[config.mk]
export PLATFORM = sky130hd
export DESIGN_NAME = sdr_receiver
export DESIGN_NICKNAME = d
export VERILOG_FILES = /design/src/sdr_pkg.sv /design/src/am_envelope.sv /design/src/audio_pwm.sv /design/src/cic_decimator.sv /design/src/nco_quadrature.sv /design/src/rf_mixer.sv /design/src/sdr_receiver.sv /design/src/spi_config.sv
export SDC_FILE = /design/constraint.sdc
export NUM_CORES = 1
export LEC_CHECK = 0
export BUFFER_PORTS_ARGS = -buffer_cell sky130_fd_sc_hd__buf_4
export CAP_MARGIN = 20
export CORE_AREA = 2 2 196 343
export DETAILED_ROUTE_END_ITERATION = 8
export DIE_AREA = 0 0 198 345
export GPL_TIMING_DRIVEN = 0
export PLACE_DENSITY_LB_ADDON = 0.3
export SYNTH_ARGS = -nofsm -noshare
export SYNTH_HDL_FRONTEND = slang
export SYNTH_HIERARCHICAL = 1
export SYNTH_SLANG_ARGS = --single-unit
export TNS_END_PERCENT = 30
[constraint.sdc]
create_clock -name clk -period 6.7 [get_ports clk]
set_clock_uncertainty 0.2 [all_clocks]
set_input_delay 1.34 -clock clk [delete_from_list [all_inputs] [get_ports clk]]
set_output_delay 1.34 -clock clk [all_outputs]
set_load 0.05 [all_outputs]
[src/sdr_pkg.sv]
// Receiver package: widths, sample and config typedefs, IQ and config structs, fixed constants.
package sdr_pkg;

	// NCO phase accumulator and tuning word.
	localparam int PHASE_W = 26;
	typedef logic [PHASE_W-1:0] phase_t;

	// Audio gain field from the SPI frame.
	localparam int GAIN_W = 4;
	typedef logic [GAIN_W-1:0] gain_t;

	// Signed samples from the NCO through to the CIC inputs.
	typedef logic signed [7:0] sample_t;

	// CIC outputs and the demodulated audio word.
	typedef logic [15:0] wide_t;

	// One quadrature sample pair.
	typedef struct packed {
		sample_t i;
		sample_t q;
	} iq_t;

	// Configuration written over SPI.
	typedef struct packed {
		phase_t phase_inc;
		gain_t  gain;
	} cfg_t;

	// Full SPI write frame, MSB first.
	localparam int SPI_FRAME_W = 32;

	// Square-wave NCO amplitude.
	localparam int SINE_AMP = 127;

endpackage

[src/am_envelope.sv]
// AM envelope detector: clamped I/Q magnitudes, then max plus half min.
module am_envelope (
	input  logic           clk,
	input  logic           RSTb,
	input  sdr_pkg::iq_t   iq,
	input  logic           tick,
	output sdr_pkg::wide_t audio,
	output logic           audio_tick
);

	logic [6:0] mag_i;
	logic [6:0] mag_q;
	logic [6:0] abs_i;
	logic [6:0] abs_q;
	logic [6:0] mag_max;
	logic [6:0] mag_min;
	logic [8:0] env;
	logic mag_vld;

	// Absolute value, -128 pinned to 127.
	function automatic logic [6:0] mag7(input sdr_pkg::sample_t x);
		logic [7:0] neg;
		neg = -x;
		if (x == -8'sd128)
			return 7'd127;
		else if (x[7])
			return neg[6:0];
		else
			return x[6:0];
	endfunction

	assign abs_i = mag7(iq.i);
	assign abs_q = mag7(iq.q);

	// Step one, magnitudes on the sample strobe.
	always_ff @(posedge clk) begin
		if (tick) begin
			mag_i <= abs_i;
			mag_q <= abs_q;
		end
	end

	assign mag_max = (mag_i > mag_q) ? mag_i : mag_q;
	assign mag_min = (mag_i > mag_q) ? mag_q : mag_i;
	assign env = {2'b00, mag_max} + {3'b000, mag_min[6:1]}; // Alpha 1, beta 1/2.

	// Step two, scaled into the audio word.
	always_ff @(posedge clk) begin
		if (!RSTb) begin
			mag_vld <= 1'b0;
			audio <= '0;
			audio_tick <= 1'b0;
		end else begin
			mag_vld <= tick;
			audio_tick <= mag_vld;
			if (mag_vld)
				audio <= {env, 7'd0};
		end
	end

endmodule

[src/audio_pwm.sv]
// Audio PWM: free-running 8-bit counter against a gain-selected byte of the sample.
module audio_pwm (
	input  logic           clk,
	input  logic           RSTb,
	input  sdr_pkg::wide_t audio,
	input  sdr_pkg::gain_t gain,
	output logic           pwm_out
);

	logic [7:0] count;
	logic [7:0] level;

	// Higher gain takes a lower slice; bits above it are dropped.
	always_comb begin
		case (gain[2:0])
			3'd0:    level = audio[15:8];
			3'd1:    level = audio[14:7];
			3'd2:    level = audio[13:6];
			3'd3:    level = audio[12:5];
			3'd4:    level = audio[11:4];
			default: level = audio[10:3];
		endcase
	end

	always_ff @(posedge clk) begin
		if (!RSTb) begin
			count <= '0;
			pwm_out <= 1'b0;
		end else begin
			count <= count + 1'b1; // 256-cycle frame.
			pwm_out <= (count < level);
		end
	end

endmodule

[src/cic_decimator.sv]
// CIC decimator: N integrators, decimation counter, N combs and scaled 16-bit output.
module cic_decimator #(
	parameter int CIC_R = 8,
	parameter int CIC_N = 3
) (
	input  logic             clk,
	input  logic             RSTb,
	input  logic             ce,
	input  sdr_pkg::sample_t din,
	output sdr_pkg::wide_t   dout,
	output logic             tick
);

	localparam int IN_W = $bits(sdr_pkg::sample_t);
	localparam int OUT_W = $bits(sdr_pkg::wide_t);
	// Bit growth is N * log2(R).
	localparam int W = IN_W + CIC_N * $clog2(CIC_R);
	localparam int CNT_W = (CIC_R > 1) ? $clog2(CIC_R) : 1;
	localparam logic [CNT_W-1:0] CNT_LAST = CNT_W'(CIC_R - 1);

	logic signed [W-1:0] integ [CIC_N];
	logic signed [W-1:0] dly [CIC_N];
	logic signed [W-1:0] comb [CIC_N+1];
	logic [CNT_W-1:0] dec_cnt;
	logic dec;

	assign dec = ce && (dec_cnt == CNT_LAST);

	// Integrator chain, first stage takes the sign-extended input.
	always_ff @(posedge clk) begin
		if (!RSTb) begin
			for (int k = 0; k < CIC_N; k++)
				integ[k] <= '0;
		end else if (ce) begin
			integ[0] <= integ[0] + W'(din);
			for (int k = 1; k < CIC_N; k++)
				integ[k] <= integ[k] + integ[k-1];
		end
	end

	// Counts enabled cycles only.
	always_ff @(posedge clk) begin
		if (!RSTb)
			dec_cnt <= '0;
		else if (dec)
			dec_cnt <= '0;
		else if (ce)
			dec_cnt <= dec_cnt + 1'b1;
	end

	// Comb chain at the low rate.
	always_comb begin
		comb[0] = integ[CIC_N-1];
		for (int k = 0; k < CIC_N; k++)
			comb[k+1] = comb[k] - dly[k];
	end

	always_ff @(posedge clk) begin
		if (!RSTb) begin
			for (int k = 0; k < CIC_N; k++)
				dly[k] <= '0;
			dout <= '0;
			tick <= 1'b0;
		end else begin
			tick <= dec; // Single cycle per output.
			if (dec) begin
				for (int k = 0; k < CIC_N; k++)
					dly[k] <= comb[k];
				dout <= comb[CIC_N][W-1 -: OUT_W]; // Top bits, held until next tick.
			end
		end
	end

endmodule

[src/nco_quadrature.sv]
// Quadrature NCO: phase accumulator with registered square-wave cosine and sine.
module nco_quadrature (
	input  logic            clk,
	input  logic            RSTb,
	input  sdr_pkg::phase_t phase_inc,
	output sdr_pkg::iq_t    lo
);

	localparam int MSB = sdr_pkg::PHASE_W - 1;
	localparam sdr_pkg::sample_t AMP_POS = sdr_pkg::sample_t'(sdr_pkg::SINE_AMP);
	localparam sdr_pkg::sample_t AMP_NEG = sdr_pkg::sample_t'(-sdr_pkg::SINE_AMP);

	sdr_pkg::phase_t acc;
	logic sin_pos;
	logic cos_pos;

	always_ff @(posedge clk) begin
		if (!RSTb)
			acc <= '0;
		else
			acc <= acc + phase_inc; // Wraps modulo 2^26.
	end

	// Top two phase bits pick the quadrant.
	assign sin_pos = ~acc[MSB];
	assign cos_pos = (acc[MSB] == acc[MSB-1]);

	// Cosine leads sine by a quarter turn.
	always_ff @(posedge clk) begin
		lo.i <= cos_pos ? AMP_POS : AMP_NEG;
		lo.q <= sin_pos ? AMP_POS : AMP_NEG;
	end

endmodule

[src/rf_mixer.sv]
// One-bit RF sampler with comparator echo and quadrature mixer against the NCO.
module rf_mixer (
	input  logic         clk,
	input  logic         RSTb,
	input  logic         comp_in,
	input  sdr_pkg::iq_t lo,
	output logic         comp_out,
	output sdr_pkg::iq_t mix
);

	logic rf_q;

	// Sampled RF bit, also the comparator feedback.
	always_ff @(posedge clk) begin
		if (!RSTb)
			rf_q <= 1'b0;
		else
			rf_q <= comp_in;
	end

	assign comp_out = rf_q;

	// Bit as +1 or -1 times the LO pair.
	// LO never reaches -128, so negation cannot overflow.
	always_ff @(posedge clk) begin
		if (rf_q) begin
			mix.i <= lo.i;
			mix.q <= lo.q;
		end else begin
			mix.i <= -lo.i;
			mix.q <= -lo.q;
		end
	end

endmodule

[src/sdr_receiver.sv]
// Receiver top: SPI config, NCO, mixer, two CIC pairs, envelope detector and PWM.
module sdr_receiver #(
	parameter int CIC_R = 8,
	parameter int CIC_N = 3
) (
	input  logic clk,
	input  logic RSTb,
	input  logic comp_in,
	output logic comp_out,
	output logic pwm_out,
	input  logic sck,
	input  logic mosi,
	input  logic cs
);

	sdr_pkg::cfg_t cfg;
	sdr_pkg::iq_t lo;
	sdr_pkg::iq_t mix;
	sdr_pkg::iq_t env_iq;
	sdr_pkg::wide_t x1_i;
	sdr_pkg::wide_t x1_q;
	sdr_pkg::wide_t x2_i;
	sdr_pkg::wide_t x2_q;
	sdr_pkg::wide_t audio;
	logic tick1_i;
	logic tick1_q;
	logic tick2_i;
	logic tick2_q;
	logic audio_tick;

	spi_config spi_config_inst (
		.clk  (clk),
		.RSTb (RSTb),
		.sck  (sck),
		.mosi (mosi),
		.cs   (cs),
		.cfg  (cfg)
	);

	nco_quadrature nco_quadrature_inst (
		.clk       (clk),
		.RSTb      (RSTb),
		.phase_inc (cfg.phase_inc),
		.lo        (lo)
	);

	rf_mixer rf_mixer_inst (
		.clk      (clk),
		.RSTb     (RSTb),
		.comp_in  (comp_in),
		.lo       (lo),
		.comp_out (comp_out),
		.mix      (mix)
	);

	// First stage at the full clock rate.
	cic_decimator #(.CIC_R(CIC_R), .CIC_N(CIC_N)) cic1_i_inst (
		.clk  (clk),
		.RSTb (RSTb),
		.ce   (1'b1),
		.din  (mix.i),
		.dout (x1_i),
		.tick (tick1_i)
	);

	cic_decimator #(.CIC_R(CIC_R), .CIC_N(CIC_N)) cic1_q_inst (
		.clk  (clk),
		.RSTb (RSTb),
		.ce   (1'b1),
		.din  (mix.q),
		.dout (x1_q),
		.tick (tick1_q)
	);

	// Second stage runs on the first stage's ticks.
	cic_decimator #(.CIC_R(CIC_R), .CIC_N(CIC_N)) cic2_i_inst (
		.clk  (clk),
		.RSTb (RSTb),
		.ce   (tick1_i),
		.din  (x1_i[15:8]),
		.dout (x2_i),
		.tick (tick2_i)
	);

	cic_decimator #(.CIC_R(CIC_R), .CIC_N(CIC_N)) cic2_q_inst (
		.clk  (clk),
		.RSTb (RSTb),
		.ce   (tick1_q),
		.din  (x1_q[15:8]),
		.dout (x2_q),
		.tick (tick2_q)
	);

	assign env_iq.i = x2_i[15:8];
	assign env_iq.q = x2_q[15:8];

	am_envelope am_envelope_inst (
		.clk        (clk),
		.RSTb       (RSTb),
		.iq         (env_iq),
		.tick       (tick2_i), // Both pairs tick together.
		.audio      (audio),
		.audio_tick (audio_tick)
	);

	audio_pwm audio_pwm_inst (
		.clk     (clk),
		.RSTb    (RSTb),
		.audio   (audio),
		.gain    (cfg.gain),
		.pwm_out (pwm_out)
	);

endmodule

[src/spi_config.sv]
// SPI slave: pin synchronizers, 32-bit frame shifter, bit counter and config latch.
module spi_config (
	input  logic          clk,
	input  logic          RSTb,
	input  logic          sck,
	input  logic          mosi,
	input  logic          cs,
	output sdr_pkg::cfg_t cfg
);

	localparam int FRAME_W = sdr_pkg::SPI_FRAME_W;
	localparam int CNT_W = $clog2(FRAME_W) + 1;
	localparam logic [CNT_W-1:0] FRAME_BITS = CNT_W'(FRAME_W);
	localparam int GAIN_W = sdr_pkg::GAIN_W;
	localparam int PHASE_W = sdr_pkg::PHASE_W;

	typedef enum logic {
		ST_IDLE,
		ST_SHIFT
	} spi_state_t;

	spi_state_t state;
	logic [2:0] sck_s;
	logic [1:0] mosi_s;
	logic [1:0] cs_s;
	logic sck_rise;
	logic [CNT_W-1:0] bit_cnt;
	logic [FRAME_W-1:0] shift_q;
	logic frame_ok;

	// Two flops per pin, plus one extra on SCK for the edge.
	always_ff @(posedge clk) begin
		if (!RSTb) begin
			sck_s <= '0;
			mosi_s <= '0;
			cs_s <= 2'b11; // Deselected.
		end else begin
			sck_s <= {sck_s[1:0], sck};
			mosi_s <= {mosi_s[0], mosi};
			cs_s <= {cs_s[0], cs};
		end
	end

	assign sck_rise = sck_s[1] & ~sck_s[2];

	always_ff @(posedge clk) begin
		if (!RSTb) begin
			state <= ST_IDLE;
			bit_cnt <= '0;
			frame_ok <= 1'b0;
		end else begin
			frame_ok <= 1'b0;
			case (state)
				ST_IDLE: begin
					bit_cnt <= '0;
					if (!cs_s[1])
						state <= ST_SHIFT;
				end
				ST_SHIFT: begin
					if (cs_s[1]) begin
						// CS released, frame counts only at exactly 32 edges.
						state <= ST_IDLE;
						frame_ok <= (bit_cnt == FRAME_BITS);
					end else if (sck_rise && bit_cnt != '1) begin
						bit_cnt <= bit_cnt + 1'b1; // Saturates on long frames.
					end
				end
				default: state <= ST_IDLE;
			endcase
		end
	end

	// MSB first into the bottom.
	always_ff @(posedge clk) begin
		if (state == ST_SHIFT && sck_rise)
			shift_q <= {shift_q[FRAME_W-2:0], mosi_s[1]};
	end

	// Bits 31:30 are don't care.
	always_ff @(posedge clk) begin
		if (!RSTb) begin
			cfg <= '0;
		end else if (frame_ok) begin
			cfg.phase_inc <= shift_q[PHASE_W+GAIN_W-1:GAIN_W];
			cfg.gain <= shift_q[GAIN_W-1:0];
		end
	end

endmodule

==> impl_metrics.env <==
export IMPL_status="complete, but fails checks"
export IMPL_violations="slew limit"
export IMPL_drtPass1Iterations=5
export IMPL_dieArea_um2=68310
export IMPL_start_util_pct=62.97
export IMPL_row_count=125
export IMPL_grt_max_degree=52
export IMPL_clockBufferDepth=3
export IMPL_routabilityCongestion=0.8673
export IMPL_grt_overflow=0
export IMPL_regArea_um2=16700
export IMPL_place_area_um2=42780
export IMPL_fmax_mhz=166.4
export IMPL_drtIter0Drc=1178
export IMPL_coreArea_um2=65840
export IMPL_filler_cell_count=5081
export IMPL_finalCritPeriodShare_pct=89.72
export IMPL_endpoint_kind="flop"
export IMPL_cts_tree="done"
export IMPL_cts_root_buf="clkbuf_16"
export IMPL_relSlewSlack_pct=-56.97
export IMPL_grt_pass1_wl_um=138600
export IMPL_synthToLayoutAreaGrowth_pct=7.831
export IMPL_grt_pass1_vias=30780
export IMPL_crit_buf_inv=1
export IMPL_crit_chain="inv_1, ha_1, fa_1, nand2b_1, a21oi_1, a211oi_1, xnor2_1, ha_1, a21o_1, a21oi_1, o21ai_0, a21oi_1, o21bai_1, a21oi_1, xnor2_1, ha_1, and2_1, a221o_1, a21o_1, a221oi_1, a21oi_1, xnor2_1, xnor3_1, o21ai_1"
export IMPL_finalHoldViolCount=0
export IMPL_syn_area_per_cell_um2=9.905
export IMPL_cts_max_level=2
export IMPL_multi_input_area_um2=23040
export IMPL_path_max_fanout=5
export IMPL_post_route_min_period_ns=6.011
export IMPL_die_w_um=198
export IMPL_crit_slowest_cell="a221oi_1"
export IMPL_worst_path_largest_cell_delay_ns=0.43
export IMPL_cp_start_kind="flop"
export IMPL_diodes=0
export IMPL_ant_nets=0
export IMPL_cts_buffers=58
export IMPL_numPortBuffers=7
export IMPL_ir_drop_mv=0.2209
export IMPL_drc=0
export IMPL_fin_tns_setup_ns=0
export IMPL_io_pins=8
export IMPL_dr_total_vias=30280
export IMPL_cts_clk_slew_worst_paths_ns=0.07
export IMPL_cp_common_cell="a21oi_1"
export IMPL_postSynthCellCount=4186
export IMPL_rsz0062_at_grt="false"
export IMPL_grt_usage_pct=24.72
export IMPL_hp_class="reg -> reg"
export IMPL_holdBufCountCts=0
export IMPL_drive_above_1_share_pct=5.862
export IMPL_crit_required_ns=7.10
export IMPL_syn_cell_area_um2=41460
export IMPL_whs_ns=0.2052
export IMPL_drv_slew=104
export IMPL_final_cell_area_um2=44710
export IMPL_cts_resized=0
export IMPL_clock_sinks=608
export IMPL_postCtsSetupRepairBufs=0
export IMPL_yosys_warnings=6
export IMPL_p_per_area_nw_per_um2=257.6
export IMPL_routedWlPerCell_um=16.28
export IMPL_wirelength_um=84730
export IMPL_routed_via_density=5.817
export IMPL_tightest_slew_ns=2.355
export IMPL_antenna_found_initial=0
export IMPL_cpLargestDelayFamily="compound AO/OA/AOI/OAI gates"
export IMPL_nets=4739
export IMPL_leakage_nw=19.32
export IMPL_finalSetupViolCount=0
export IMPL_hpwl_um=64680
export IMPL_crit_type="reg -> reg"
export IMPL_die_y_um=345
export IMPL_arrival_ns=6.41
export IMPL_worstSkewPairLatency_ns=0.66
export IMPL_cap_violations=0
-- routing by layer --
metal,vias up,part of all wire (%),track usage (%),wire [um]
met2,450,57,50.73,48270
met3,234,2.3,2.676,1917
li1,15160,-,-,-
met1,14430,36,23.67,30660
met5,-,0,0,0
met4,0,4.6,11.59,3878
-- layout make-up --
| cell class | instances | area share [%] |
|---|---|---|
| Tap cell | 889 | 2.488 |
| Sequential cell | 608 | 37.34 |
| Buffer | 103 | 1.167 |
| Clock inverter | 33 | 0.6353 |
| Inverter | 331 | 2.779 |
| Multi-Input combinational cell | 3152 | 51.53 |
| Timing Repair Buffer | 13 | 0.3862 |
| Clock buffer | 76 | 3.674 |
-- sequential cells by signal (all words and copies together), names as in the netlist, 4 cells and up --
register                 flops
cic1_i_inst/dly             51
cic1_i_inst/integ           51
cic1_q_inst/dly             51
cic1_q_inst/integ           51
cic2_i_inst/dly             51
cic2_i_inst/integ           51
cic2_q_inst/dly             51
cic2_q_inst/integ           51
spi_config_inst/shift_q     30
spi_config_inst/cfg         29
nco_quadrature_inst/acc     26
rf_mixer_inst/mix           16
am_envelope_inst/audio       8
audio_pwm_inst/count         8
cic1_i_inst/dout             8
cic1_q_inst/dout             8
cic2_i_inst/dout             8
cic2_q_inst/dout             8
am_envelope_inst/mag_i       7
am_envelope_inst/mag_q       7
spi_config_inst/bit_cnt      6
nco_quadrature_inst/lo       4
-- metrics by stage --
step           power, W  instances  util, %  setup WS (ns)
2_1_floorplan  0.007370       4194        -          1.681
3_3_place_gp   0.008072       5090    64.78         0.8943
3_5_place_dp   0.008174       5096    64.97         0.8276
4_1_cts         0.01156       5205    67.90         0.7469
5_1_grt         0.01212       5205    67.90         0.3336
6_report        0.01152       5205    67.90         0.6889
-- layout by cell type, fill, tap and decap left out, types with 23 or more instances in the layout --
| cell type | count |
|---|---|
| and3_1 | 48 |
| nand2_1 | 229 |
| clkbuf_16 | 61 |
| nand3_1 | 51 |
| a21oi_1 | 247 |
| buf_4 | 24 |
| and2_1 | 230 |
| dfxtp_1 | 156 |
| nor2_1 | 329 |
| fa_1 | 26 |
| ha_1 | 440 |
| o21bai_1 | 29 |
| xor2_1 | 137 |
| edfxtp_1 | 452 |
| clkbuf_1 | 74 |
| o21a_1 | 74 |
| a211oi_1 | 29 |
| o21ai_0 | 187 |
| a31oi_1 | 35 |
| a21boi_0 | 29 |
| nor2b_1 | 88 |
| mux2i_1 | 65 |
| nand2b_1 | 66 |
| inv_1 | 327 |
| nand4_1 | 23 |
| a21o_1 | 127 |
| xnor2_1 | 165 |
| or3_1 | 25 |
| nor3_1 | 121 |
-- report_power, final --
group	internal (W)	leakage, nW	switching [W]	total [W]
sequential	0.00422	5.83	0.000104	0.00432
combinational	0.00166	12.5	0.00216	0.00382
clock	0.00185	0.942	0.00153	0.00338
-- final timing paths --
check | from | to | slack [ns] | depth (start not counted)
max | cic1_q_inst/integ[0][34] | cic1_q_inst/dout[15] | 0.69 | 24
min | spi_config_inst/mosi_s[1] | spi_config_inst/shift_q[0] | 0.21 | 0
max reg2reg | cic1_q_inst/integ[0][34] | cic1_q_inst/dout[15] | 0.69 | 24
min reg2reg | spi_config_inst/mosi_s[1] | spi_config_inst/shift_q[0] | 0.21 | 0
Power figures use the tool's default switching activity.
